<file path="src/include/mem_config.svh">
`ifndef MEM_CONFIG_SVH
`define MEM_CONFIG_SVH

// line and burst geometry
`define LINE_BITS 256
`define BEAT_BITS 64
// beats per line, LINE_BITS / BEAT_BITS
`define BEATS 4

// byte address width
`define ADDR_BITS 32

// direct-mapped icache geometry
`define ICACHE_SETS 8
`define ICACHE_INDEX_BITS 3

`endif

</file>
<file path="src/source/mem_pkg.sv">
`default_nettype none

`include "mem_config.svh"

package mem_pkg;

    typedef logic [`LINE_BITS-1:0] line_t;
    typedef logic [`BEAT_BITS-1:0] beat_t;

    // tag is what is left above index, word and byte offsets
    typedef logic [`ADDR_BITS-`ICACHE_INDEX_BITS-6:0] tag_t;

    typedef struct packed {
        tag_t                          tag;
        logic [`ICACHE_INDEX_BITS-1:0] index;
        // 32-bit word within the line
        logic [2:0]                    word;
        logic [1:0]                    byte_off;
    } addr_fields_t;

    // same address word, flat or split into cache fields
    typedef union packed {
        logic [`ADDR_BITS-1:0] flat;
        addr_fields_t          f;
    } addr_u;

    // register word offsets on the wishbone side
    typedef enum logic [1:0] {
        REG_CTRL   = 2'd0,
        REG_HITS   = 2'd1,
        REG_MISSES = 2'd2
    } reg_off_e;

endpackage

`default_nettype wire

</file>
<file path="src/source/line_req_if.sv">
`timescale 1ns/1ps
`default_nettype none

interface line_req_if
    import mem_pkg::*;
();

    logic  read;
    logic  write;
    addr_u address;
    line_t wdata;
    line_t rdata;
    // one-cycle pulse, request drops the cycle after
    logic  resp;

    modport client (
        output read, write, address, wdata,
        input  rdata, resp
    );

    modport server (
        input  read, write, address, wdata,
        output rdata, resp
    );

endinterface

`default_nettype wire

</file>
<file path="src/source/burst_adapter.sv">
`timescale 1ns/1ps
`default_nettype none

`include "mem_config.svh"

module burst_adapter
    import mem_pkg::*;
(
    input  logic                  clk,
    input  logic                  rst,
    line_req_if.server            line,
    output logic [`ADDR_BITS-1:0] bmem_addr_o,
    output logic                  bmem_read_o,
    output logic                  bmem_write_o,
    output beat_t                 bmem_wdata_o,
    input  beat_t                 bmem_rdata_i,
    input  logic                  bmem_resp_i
);

    typedef enum logic [1:0] {BA_IDLE, BA_READ, BA_WRITE, BA_DONE} ba_state_e;

    ba_state_e             state;
    logic [1:0]            beat_cnt;
    logic [`ADDR_BITS-1:0] addr_q;
    line_t                 line_q;
    logic                  start;
    logic                  beat;
    logic                  last_beat;

    assign start     = (state == BA_IDLE) && (line.read || line.write);
    assign beat      = bmem_resp_i && ((state == BA_READ) || (state == BA_WRITE));
    assign last_beat = (beat_cnt == 2'(`BEATS - 1));

    assign bmem_addr_o  = addr_q;
    assign bmem_read_o  = (state == BA_READ);
    assign bmem_write_o = (state == BA_WRITE);
    // low beat of the shift register is the one on the bus
    assign bmem_wdata_o = line_q[`BEAT_BITS-1:0];

    assign line.resp  = (state == BA_DONE);
    assign line.rdata = line_q;

    always_ff @(posedge clk) begin
        if (rst) begin
            state    <= BA_IDLE;
            beat_cnt <= '0;
        end else begin
            case (state)
                BA_IDLE: begin
                    beat_cnt <= '0;
                    if (line.read) begin
                        state <= BA_READ;
                    end else if (line.write) begin
                        state <= BA_WRITE;
                    end
                end
                // memory may stall between beats, just wait
                BA_READ, BA_WRITE: begin
                    if (bmem_resp_i) begin
                        beat_cnt <= beat_cnt + 2'd1;
                        if (last_beat) begin
                            state <= BA_DONE;
                        end
                    end
                end
                BA_DONE: state <= BA_IDLE;
                default: state <= BA_IDLE;
            endcase
        end
    end

    always_ff @(posedge clk) begin
        if (start) begin
            // clear the in-line offset bits
            addr_q <= line.address.flat & ~`ADDR_BITS'(`LINE_BITS / 8 - 1);
            line_q <= line.wdata;
        end else if (beat) begin
            if (state == BA_READ) begin
                // beat k ends up at bits 64k after four shifts
                line_q <= {bmem_rdata_i, line_q[`LINE_BITS-1:`BEAT_BITS]};
            end else begin
                line_q <= line_q >> `BEAT_BITS;
            end
        end
    end

    // requester lets go the cycle after resp
    a_req_drop: assert property (@(posedge clk) disable iff (rst)
        line.resp |=> !(line.read || line.write));

endmodule

`default_nettype wire

</file>
<file path="src/source/icache.sv">
`timescale 1ns/1ps
`default_nettype none

`include "mem_config.svh"

module icache
    import mem_pkg::*;
(
    input  logic        clk,
    input  logic        rst,
    input  logic        cache_en_i,
    input  logic        flush_i,
    input  logic        read_i,
    input  addr_u       addr_i,
    output logic [31:0] rdata_o,
    output logic        resp_o,
    output logic        hit_o,
    output logic        miss_o,
    line_req_if.client  mem
);

    typedef enum logic [1:0] {IC_IDLE, IC_FETCH, IC_RESP} ic_state_e;

    ic_state_e                state;
    logic [`ICACHE_SETS-1:0] valid;
    tag_t                     tag_arr  [`ICACHE_SETS];
    line_t                    data_arr [`ICACHE_SETS];
    addr_u                    req_q;
    logic                     was_hit;
    logic                     hit;
    logic                     accept;
    logic                     fetch_done;

    // lookup straight off the incoming address
    assign hit = cache_en_i && valid[addr_i.f.index] &&
                 (tag_arr[addr_i.f.index] == addr_i.f.tag);
    assign accept     = (state == IC_IDLE) && read_i;
    assign fetch_done = (state == IC_FETCH) && mem.resp;

    // read-only side, adapter aligns the address
    assign mem.read    = (state == IC_FETCH);
    assign mem.write   = 1'b0;
    assign mem.address = req_q;
    assign mem.wdata   = '0;

    assign resp_o = (state == IC_RESP);
    assign hit_o  = resp_o && was_hit;
    // bypass fetches land here too
    assign miss_o = resp_o && !was_hit;

    always_ff @(posedge clk) begin
        if (rst) begin
            state <= IC_IDLE;
            valid <= '0;
        end else begin
            case (state)
                IC_IDLE: begin
                    if (read_i) begin
                        state <= hit ? IC_RESP : IC_FETCH;
                    end
                end
                IC_FETCH: begin
                    if (mem.resp) begin
                        state <= IC_RESP;
                    end
                end
                // resp cycle, request is still up so ignore it
                IC_RESP: state <= IC_IDLE;
                default: state <= IC_IDLE;
            endcase
            // flush wins over a fill in the same cycle
            if (flush_i) begin
                valid <= '0;
            end else if (fetch_done && cache_en_i) begin
                valid[req_q.f.index] <= 1'b1;
            end
        end
    end

    always_ff @(posedge clk) begin
        if (accept) begin
            req_q   <= addr_i;
            was_hit <= hit;
            rdata_o <= data_arr[addr_i.f.index][addr_i.f.word*32 +: 32];
        end
        if (fetch_done) begin
            rdata_o <= mem.rdata[req_q.f.word*32 +: 32];
        end
        // line fill only with the cache on
        if (fetch_done && cache_en_i) begin
            tag_arr[req_q.f.index]  <= req_q.f.tag;
            data_arr[req_q.f.index] <= mem.rdata;
        end
    end

    // a line only comes back while a fetch is out
    a_resp_in_fetch: assert property (@(posedge clk) disable iff (rst)
        mem.resp |-> (state == IC_FETCH));

endmodule

`default_nettype wire

</file>
<file path="src/source/line_arbiter.sv">
`timescale 1ns/1ps
`default_nettype none

module line_arbiter (
    input  logic       clk,
    input  logic       rst,
    line_req_if.server ic,
    line_req_if.server dc,
    line_req_if.client mem
);

    typedef enum logic [1:0] {ARB_IDLE, ARB_IC, ARB_DC, ARB_GAP} arb_state_e;

    arb_state_e state;
    logic       ic_req;
    logic       dc_req;
    logic       sel_ic;
    logic       sel_dc;

    assign ic_req = ic.read | ic.write;
    assign dc_req = dc.read | dc.write;

    // grant in the idle cycle itself, data side first
    assign sel_dc = (state == ARB_DC) || ((state == ARB_IDLE) && dc_req);
    assign sel_ic = (state == ARB_IC) || ((state == ARB_IDLE) && !dc_req && ic_req);

    always_comb begin
        mem.read    = 1'b0;
        mem.write   = 1'b0;
        mem.address = ic.address;
        mem.wdata   = ic.wdata;
        if (sel_dc) begin
            mem.read    = dc.read;
            mem.write   = dc.write;
            mem.address = dc.address;
            mem.wdata   = dc.wdata;
        end else if (sel_ic) begin
            mem.read  = ic.read;
            mem.write = ic.write;
        end
    end

    // response goes to the owner only
    assign ic.resp  = sel_ic && mem.resp;
    assign dc.resp  = sel_dc && mem.resp;
    assign ic.rdata = sel_ic ? mem.rdata : '0;
    assign dc.rdata = sel_dc ? mem.rdata : '0;

    always_ff @(posedge clk) begin
        if (rst) begin
            state <= ARB_IDLE;
        end else begin
            case (state)
                ARB_IDLE: begin
                    if (dc_req) begin
                        state <= ARB_DC;
                    end else if (ic_req) begin
                        state <= ARB_IC;
                    end
                end
                ARB_IC, ARB_DC: begin
                    if (mem.resp) begin
                        state <= ARB_GAP;
                    end
                end
                // owner drops its request here
                ARB_GAP: state <= ARB_IDLE;
                default: state <= ARB_IDLE;
            endcase
        end
    end

    // owner keeps its request up until the adapter answers
    a_req_held: assert property (@(posedge clk) disable iff (rst)
        ((state == ARB_IC) || (state == ARB_DC)) && !mem.resp |-> (mem.read || mem.write));

endmodule

`default_nettype wire

</file>
<file path="src/source/mem_ctrl_regs.sv">
`timescale 1ns/1ps
`default_nettype none

module mem_ctrl_regs
    import mem_pkg::*;
(
    input  logic        clk,
    input  logic        rst,
    input  logic        wb_cyc_i,
    input  logic        wb_stb_i,
    input  logic        wb_we_i,
    input  reg_off_e    wb_adr_i,
    input  logic [31:0] wb_dat_i,
    output logic [31:0] wb_dat_o,
    output logic        wb_ack_o,
    output logic        cache_en_o,
    output logic        flush_o,
    input  logic        hit_i,
    input  logic        miss_i
);

    logic [31:0] hits;
    logic [31:0] misses;
    logic        wb_valid;
    logic        wb_wr;

    // a cycle counts once, not again while ack is up
    assign wb_valid = wb_cyc_i && wb_stb_i && !wb_ack_o;
    assign wb_wr    = wb_valid && wb_we_i;

    // flush strobe straight from the write, never stored
    assign flush_o = wb_wr && (wb_adr_i == REG_CTRL) && wb_dat_i[1];

    always_ff @(posedge clk) begin
        if (rst) begin
            wb_ack_o   <= 1'b0;
            cache_en_o <= 1'b1;
            hits       <= '0;
            misses     <= '0;
        end else begin
            wb_ack_o <= wb_valid;
            if (hit_i) begin
                hits <= hits + 32'd1;
            end
            if (miss_i) begin
                misses <= misses + 32'd1;
            end
            // a write to a counter clears it, data ignored
            if (wb_wr) begin
                case (wb_adr_i)
                    REG_CTRL:   cache_en_o <= wb_dat_i[0];
                    REG_HITS:   hits       <= '0;
                    REG_MISSES: misses     <= '0;
                    default:    ;
                endcase
            end
        end
    end

    // read data lines up with ack
    always_ff @(posedge clk) begin
        if (wb_valid) begin
            case (wb_adr_i)
                REG_CTRL:   wb_dat_o <= {31'd0, cache_en_o};
                REG_HITS:   wb_dat_o <= hits;
                REG_MISSES: wb_dat_o <= misses;
                default:    wb_dat_o <= '0;
            endcase
        end
    end

    // a fetch ends as a hit or a miss, never both
    a_hit_miss_excl: assert property (@(posedge clk) disable iff (rst) !(hit_i && miss_i));

endmodule

`default_nettype wire

</file>
<file path="src/source/mem_subsystem.sv">
`timescale 1ns/1ps
`default_nettype none

`include "mem_config.svh"

module mem_subsystem
    import mem_pkg::*;
(
    input  logic                         clk,
    input  logic                         rst,
    // fetch port
    input  logic                         imem_read_i,
    input  logic [`ADDR_BITS-1:0]        imem_addr_i,
    output logic [31:0]                  imem_rdata_o,
    output logic                         imem_resp_o,
    // data line port
    input  logic                         dline_read_i,
    input  logic                         dline_write_i,
    input  logic [`ADDR_BITS-1:0]        dline_addr_i,
    input  logic [`LINE_BITS-1:0]        dline_wdata_i,
    output logic [`LINE_BITS-1:0]        dline_rdata_o,
    output logic                         dline_resp_o,
    // burst memory
    output logic [`ADDR_BITS-1:0]        bmem_addr_o,
    output logic                         bmem_read_o,
    output logic                         bmem_write_o,
    output logic [`BEAT_BITS-1:0]        bmem_wdata_o,
    input  logic [`BEAT_BITS-1:0]        bmem_rdata_i,
    input  logic                         bmem_resp_i,
    // wishbone register port
    input  logic                         wb_cyc_i,
    input  logic                         wb_stb_i,
    input  logic                         wb_we_i,
    input  logic [$bits(reg_off_e)-1:0]  wb_adr_i,
    input  logic [31:0]                  wb_dat_i,
    output logic [31:0]                  wb_dat_o,
    output logic                         wb_ack_o
);

    logic cache_en;
    logic flush;
    logic hit;
    logic miss;

    line_req_if ic_if ();
    line_req_if dc_if ();
    line_req_if bm_if ();

    // data port enters as a client of the arbiter
    assign dc_if.read    = dline_read_i;
    assign dc_if.write   = dline_write_i;
    assign dc_if.address = dline_addr_i;
    assign dc_if.wdata   = dline_wdata_i;
    assign dline_rdata_o = dc_if.rdata;
    assign dline_resp_o  = dc_if.resp;

    mem_ctrl_regs regs_inst (
        .clk        (clk),
        .rst        (rst),
        .wb_cyc_i   (wb_cyc_i),
        .wb_stb_i   (wb_stb_i),
        .wb_we_i    (wb_we_i),
        .wb_adr_i   (reg_off_e'(wb_adr_i)),
        .wb_dat_i   (wb_dat_i),
        .wb_dat_o   (wb_dat_o),
        .wb_ack_o   (wb_ack_o),
        .cache_en_o (cache_en),
        .flush_o    (flush),
        .hit_i      (hit),
        .miss_i     (miss)
    );

    icache icache_inst (
        .clk        (clk),
        .rst        (rst),
        .cache_en_i (cache_en),
        .flush_i    (flush),
        .read_i     (imem_read_i),
        .addr_i     (imem_addr_i),
        .rdata_o    (imem_rdata_o),
        .resp_o     (imem_resp_o),
        .hit_o      (hit),
        .miss_o     (miss),
        .mem        (ic_if.client)
    );

    line_arbiter arbiter_inst (
        .clk (clk),
        .rst (rst),
        .ic  (ic_if.server),
        .dc  (dc_if.server),
        .mem (bm_if.client)
    );

    burst_adapter adapter_inst (
        .clk          (clk),
        .rst          (rst),
        .line         (bm_if.server),
        .bmem_addr_o  (bmem_addr_o),
        .bmem_read_o  (bmem_read_o),
        .bmem_write_o (bmem_write_o),
        .bmem_wdata_o (bmem_wdata_o),
        .bmem_rdata_i (bmem_rdata_i),
        .bmem_resp_i  (bmem_resp_i)
    );

endmodule

`default_nettype wire

</file>
<file path="config.mk">
export PLATFORM = sky130hd
export DESIGN_NAME = mem_subsystem
export DESIGN_NICKNAME = d
export VERILOG_FILES = /design/src/source/mem_pkg.sv /design/src/source/line_req_if.sv /design/src/source/burst_adapter.sv /design/src/source/icache.sv /design/src/source/line_arbiter.sv /design/src/source/mem_ctrl_regs.sv /design/src/source/mem_subsystem.sv
export VERILOG_INCLUDE_DIRS = /design/src /design/src/include
export SDC_FILE = /design/constraint.sdc
export NUM_CORES = 2
export LEC_CHECK = 0
export ABC_AREA = 1
export BUFFER_PORTS_ARGS = -buffer_cell sky130_fd_sc_hd__buf_2
export CAP_MARGIN = 20
export CELL_PAD_IN_SITES_DETAIL_PLACEMENT = 1
export CELL_PAD_IN_SITES_GLOBAL_PLACEMENT = 1
export CORE_MARGIN = 1
export CORE_UTILIZATION = 40
export DETAILED_ROUTE_END_ITERATION = 6
export PLACE_DENSITY_LB_ADDON = 0.15
export SYNTH_ARGS = -nofsm -noshare
export SYNTH_HDL_FRONTEND = slang
export SYNTH_SLANG_ARGS = --single-unit
export TNS_END_PERCENT = 10
</file>
<file path="constraint.sdc">
create_clock -name clk -period 22.7 [get_ports clk]
set_input_delay 2.27 -clock clk [delete_from_list [all_inputs] [get_ports clk]]
set_output_delay 2.27 -clock clk [all_outputs]
set_load 0.01 [all_outputs]
</file>
==> Yosys cells after proc, flatten, opt, wreduce, memory -nomap -nowiden <==
Memories as Yosys holds them, arrays and structs flattened.
Index checks and enable logic that the tools add are counted.
{ "word_totals": {"mem_bits_rw": 2240, "register_bits": 462, "word_cells": 128, "in_bits": 427, "out_inout_bits": 421, "memories": 2} }
{ "mem_list": {"columns": ["memory", "depth", "width", "read_ports", "rd_clocked_by_memory_dff", "write_ports", "line", "source"], "rows": [
  ["icache_inst.data_arr", 8, 256, 1, 0, 1, "icache.sv:27", "line_t data_arr [`ICACHE_SETS];"],
  ["icache_inst.tag_arr", 8, 24, 1, 0, 1, "icache.sv:26", "tag_t tag_arr [`ICACHE_SETS];"]
]} }
{ "op_classes": {"n_lt_le_gt_ge": 3, "shift": 2, "n_reduce_logical": 42, "bitwise_logic": 2, "n_mux": 40, "n_eq_ne": 19, "addsub": 3} }
{ "op_table": {"columns": ["op", "n"], "rows": [
  ["256-bit two-way mux", 6],
  ["256-bit by 9-bit indexed part select with 32-bit output", 2],
  ["32-bit two-way mux", 9],
  ["32-bit case mux with 3 select lines", 1],
  ["32-bit by 1-bit adder with 32-bit output (second input constant)", 2],
  ["24-bit equality test", 1],
  ["2-bit two-way mux", 11],
  ["1-bit logical AND", 20],
  ["2-bit equality test (second input constant)", 7],
  ["2-bit case mux with 3 select lines", 2],
  ["2-bit by 1-bit equality test with 1-bit output (second input constant)", 4],
  ["2-bit zero test", 4],
  ["3-bit by 4-bit < comparator with 1-bit output (second input constant)", 2],
  ["8-bit bitwise OR", 1],
  ["2-bit case mux with 2 select lines", 2],
  ["2-bit AND reduction", 4],
  ["1-bit two-way mux", 7],
  ["2-bit != test (second input constant)", 3],
  ["3-bit by 1-bit != test with 1-bit output (second input constant)", 2],
  ["2-bit nonzero test", 3],
  ["2-bit OR reduction", 3],
  ["1-bit logical OR", 4],
  ["2-bit by 1-bit != test with 1-bit output (second input constant)", 2],
  ["1-bit binary-select mux with 3-bit select", 1],
  ["other kinds (6)", 8]
]} }

==> Logic depth before layout (Yosys ltp) <==
{ "logic_depth": {"word_depth": 10, "depth_mapped": 17, "ltp_nobuf": 15} }

==> Hierarchy <==
Synthesis repeated with hierarchy kept, for this count alone.
{ "hier_totals": {"cells_unflattened": 11250, "area_unflattened_um2": 119584.7} }
{ "modules_own_cells": {"columns": ["module", "cells_each", "seq_area_each_um2", "n_inst", "area_per_inst_um2"], "rows": [
  ["icache", 7594, 69416.6, 1, 95128.7],
  ["burst_adapter", 1228, 8578.2, 1, 12597.1],
  ["line_arbiter", 1795, 40.0, 1, 6929.1],
  ["mem_ctrl_regs", 633, 2282.2, 1, 4929.7]
]} }

==> Worst setup path after synthesis <==
No wires, ideal clock.
{ "synth_path": {"kind": "input-to-reg", "from": "in dline_read_i", "to": "mem icache_inst.data_arr[1][0] (netlist bit), enable pin", "t_required_ns": 21.771, "slack_ns": 6.899, "t_arrival_ns": 14.872, "setup_time_ns": 0.929, "cell_stages": 7, "path_buffers": 0, "path_cell_list": "nor3_1 -> nand2_1 -> nand2_2 -> nand3_1 -> inv_1 -> nand3_1 -> nor2_1"} }
{ "synth_between": {"elab_chain_len": 10} }
{ "synth_rtl": {"columns": ["item", "line", "source"], "rows": [
  ["start, declared", "mem_subsystem.sv:17", "input logic dline_read_i,"],
  ["1-bit bitwise OR", "line_arbiter.sv:21", "assign dc_req = dc.read | dc.write;"],
  ["1-bit zero test", "line_arbiter.sv:25", "assign sel_ic = (state == ARB_IC) || ((state == ARB_IDLE) && !dc_req && ic_req);"],
  ["1-bit logical AND (2 in a row)", "line_arbiter.sv:25", null],
  ["1-bit logical OR", "line_arbiter.sv:25", null],
  ["1-bit logical AND", "line_arbiter.sv:44", "assign ic.resp = sel_ic && mem.resp;"],
  ["1-bit logical AND", "icache.sv:38", "assign fetch_done = (state == IC_FETCH) && mem.resp;"],
  ["1-bit logical AND", "icache.sv:90", "if (fetch_done && cache_en_i) begin"],
  ["1-bit two-way mux", "icache.sv:90", null],
  ["1-bit two-way mux (implied by the code)", "icache.sv:92", "data_arr[req_q.f.index] <= mem.rdata;"],
  ["end, declared", "icache.sv:27", null]
]} }
No other way between the ends.

==> Worst setup path after layout <==
{ "layout_path": {"from": "in dline_read_i", "to": "out dline_rdata_o[8]"} }
{ "layout_between": {"elab_chain_len": 4} }
{ "layout_rtl": {"columns": ["item", "line", "source"], "rows": [
  ["1-bit bitwise OR", "line_arbiter.sv:21", null],
  ["1-bit logical AND", "line_arbiter.sv:24", "assign sel_dc = (state == ARB_DC) || ((state == ARB_IDLE) && dc_req);"],
  ["1-bit logical OR", "line_arbiter.sv:24", null],
  ["256-bit two-way mux", "line_arbiter.sv:47", "assign dc.rdata = sel_dc ? mem.rdata : '0;"],
  ["end, declared", "mem_subsystem.sv:21", "output logic [`LINE_BITS-1:0] dline_rdata_o,"]
]} }
No other way between the ends.

==> out/metrics.yaml <==
clock_tree:
  cts_made_buffers: 300
  cts-htree-levels: 5
  clkLatencyLatePin_ns: 0.92
  cts_resized: 0
  cts.path.max_buffers: 4
  cts_root_buffer: "clkbuf_16"
  clock_sinks: 2700
  cts_hold_buf: 0
  cts_tree: "yes"
  clkTransAtPathRegs_ns: 0.06
  cts_setup_buffers: 0
floorplanning:
  rows: 195
  start_util: 0.4029
  core_mm2: 0.2825
  die_area_mm2: 0.2867
  io_pins: 848
  die_w_um: 535.5
  die_h_um: 535.5
critical_path:
  startpoint_type: "input pin"
  ff2ff_setup_slack_ns: 15.99
  end_kind: "output pin"
  required_ns: 20.43
  critical_path_class: "input pin to output pin"
  path_max_fanout: 99
  arrival_ns: 6.26
grt:
  grt-ovfl-total: 0
  grt_pass1_wl_um: 637400
  grt_max_degree: 237
  antenna_found_initial: 85
  grtUsageTotal: 0.3139
  grt_pass1_vias: 85120
timing:
  setup_violations: 0
  fin_ws_ns: 14.17
  relSlewSlack: 0.04947
  skew_ns: 0.03814
  maxSlewViolCount: 0
  tightestPinTransition_ns: 1.426
  rsz0062_at_grt: "false"
  fin_setup_tns_ns: 0
  period_share: 0.3756
  max_freq_ghz: 0.1173
  hold_viol_final: 0
  layout_min_cycle_time_ns: 8.525
power_and_ir_drop:
  ir_worst_vdd_v: 0.00008444
  p_total_mw: 15.27
  p_leak_nw: 46.29
  p_per_area_mw_per_mm2: 117.4
layout:
  drive_gt1_frac: 0.1340
  layout_commonest_cell: "edfxtp_1"
  area_growth_pct: 14.26
  nets: 10860
  multi_input_area_mm2: 0.02778
  regArea_mm2: 0.08026
  final_cell_mix: "edfxtp_1, nor2_1, o21ai_0"
  n_fill_cell: 30080
run:
  max_cap_viol_count: 0
synthesis:
  syn_inst: 9922
  async_reset_ff_frac: 0
  yosysSeqAreaShare: 0.7050
  synth_edf_count: 2618
  ys_ff_latch: 2700
  synth.distinct_cells: 46
  syn_area_per_cell_um2: 11.47
  ys_warn_count: 0
  netlist_area_mm2: 0.1138
  synthFlopType: "edfxtp_1"
routing:
  drt_pre_antenna_iters: 6
  avgRoutedWirePerCell_um: 31.87
  drc: 0
  vias_per_cell: 5.913
  drt-initial-drc-count: 9471
  ant_nets: 0
  dr_total_vias: 85500
  wirelength_um: 460800
place:
  port_buffers: 805
  place.gp.congestion: 0.9415
  dpl.hpwl_um: 290200
  dp_slack_ns: 14.16
worst_hold_path:
  hold_path_class: "flip-flop to flip-flop"
run_status:
  status: "completed"
-- metal layers --
metal | GRT usage | routed length, um | vias up
met1 | 0.4120 | 185100 | 44190
met3 | 0.06609 | 39750 | 877
li1 | - | - | 36480
met2 | 0.4834 | 207400 | 3915
met5 | 0 | 249 | -
met4 | 0.1792 | 28280 | 36
-- area by class of cell --
class / count / area share
Sequential cell: 2700 / 0.6170
Antenna cell: 56 / 0.001077
Clock buffer: 389 / 0.06221
Tap cell: 3743 / 0.03600
Timing Repair Buffer: 960 / 0.04249
Clock inverter: 152 / 0.01067
Inverter: 573 / 0.01701
Multi-Input combinational cell: 5885 / 0.2136
-- Yosys cell counts (13+ instances only) --
library cell / instances / area [um^2]
xor2_1: 25 / 219.0
buf_6: 19 / 214.0
nor3_1: 34 / 170.2
buf_4: 139 / 1044
nor2_1: 1898 / 7124
dfxtp_1: 82 / 1642
nand2_1: 820 / 3078
inv_1: 563 / 2113
o21ai_0: 1523 / 7622
o21ai_1: 162 / 810.8
clkbuf_1: 416 / 1562
nand3_1: 545 / 2728
buf_2: 167 / 835.8
a21oi_1: 100 / 500.5
o211ai_1: 76 / 570.6
nand4_1: 13 / 81.33
o221ai_1: 122 / 1069
o22ai_1: 483 / 3022
buf_1: 26 / 97.59
edfxtp_1: 2618 / 78620
-- cell families after synthesis --
kind of cell,synth area share
AO/OA/AOI/OAI,0.1209
adder cells (fa/ha/maj),0.001099
XOR/XNOR,0.002231
buffers and inverters,0.05201
AND/OR/NAND/NOR,0.1188
flip-flops,0.7050
other,0.00003294
-- worst max-delay path: stages --
cell	delay (ns)
buf_2	0.10
inv_1	0.07
a21oi_1	0.11
nor2_4	0.87
buf_4	0.64
buf_4	0.70
buf_4	0.86
nor2_1	0.16
buf_2	0.20
-- power breakdown --
group	switching, mW	internal (mW)	leakage (nW)
Combinational	3.23	0.733	16.7
Sequential	0.230	6.27	25.0
Clock	2.04	2.76	4.63
-- path summary, 6_finish.rpt --
kind         cells after the start                      from                           to
max                              9              dline_read_i             dline_rdata_o[8]
min                              1  adapter_inst.beat_cnt[0]     adapter_inst.beat_cnt[0]
max reg2reg                     16     arbiter_inst.state[0]  icache_inst.data_arr[6][70]
min reg2reg                      1  adapter_inst.beat_cnt[0]     adapter_inst.beat_cnt[0]
-- stage by stage --
| step | instances | hold slack (ns) | util | area, um^2 |
|---|---|---|---|---|
| final | 14460 | 0.4625 | 0.4604 | 130100 |
| after CTS | 14390 | 0.4646 | 0.4593 | 129800 |
| after global routing | 14420 | 0.4816 | 0.4601 | 130000 |
| after detailed placement | 13840 | 0.4542 | 0.4257 | 120300 |
| after floorplan | 9926 | 0.4323 | - | 113900 |
| after global placement | 13840 | 0.4459 | 0.4255 | 120200 |
-- registers in the layout, indices dropped and copies added, names as in the netlist --
register                  count
icache_inst.data_arr       2048
adapter_inst.line.rdata     256
icache_inst.tag_arr         192
icache_inst.rdata_o          32
regs_inst.hits               32
regs_inst.misses             32
regs_inst.wb_dat_o           32
icache_inst.mem.address      30
adapter_inst.bmem_addr_o     27
icache_inst.valid             8
adapter_inst.beat_cnt         2
adapter_inst.state            2
arbiter_inst.state            2
icache_inst.state             2
icache_inst.was_hit           1
regs_inst.cache_en_o          1
regs_inst.wb_ack_o            1
No activity file was read; power rests on OpenSTA's default activity.
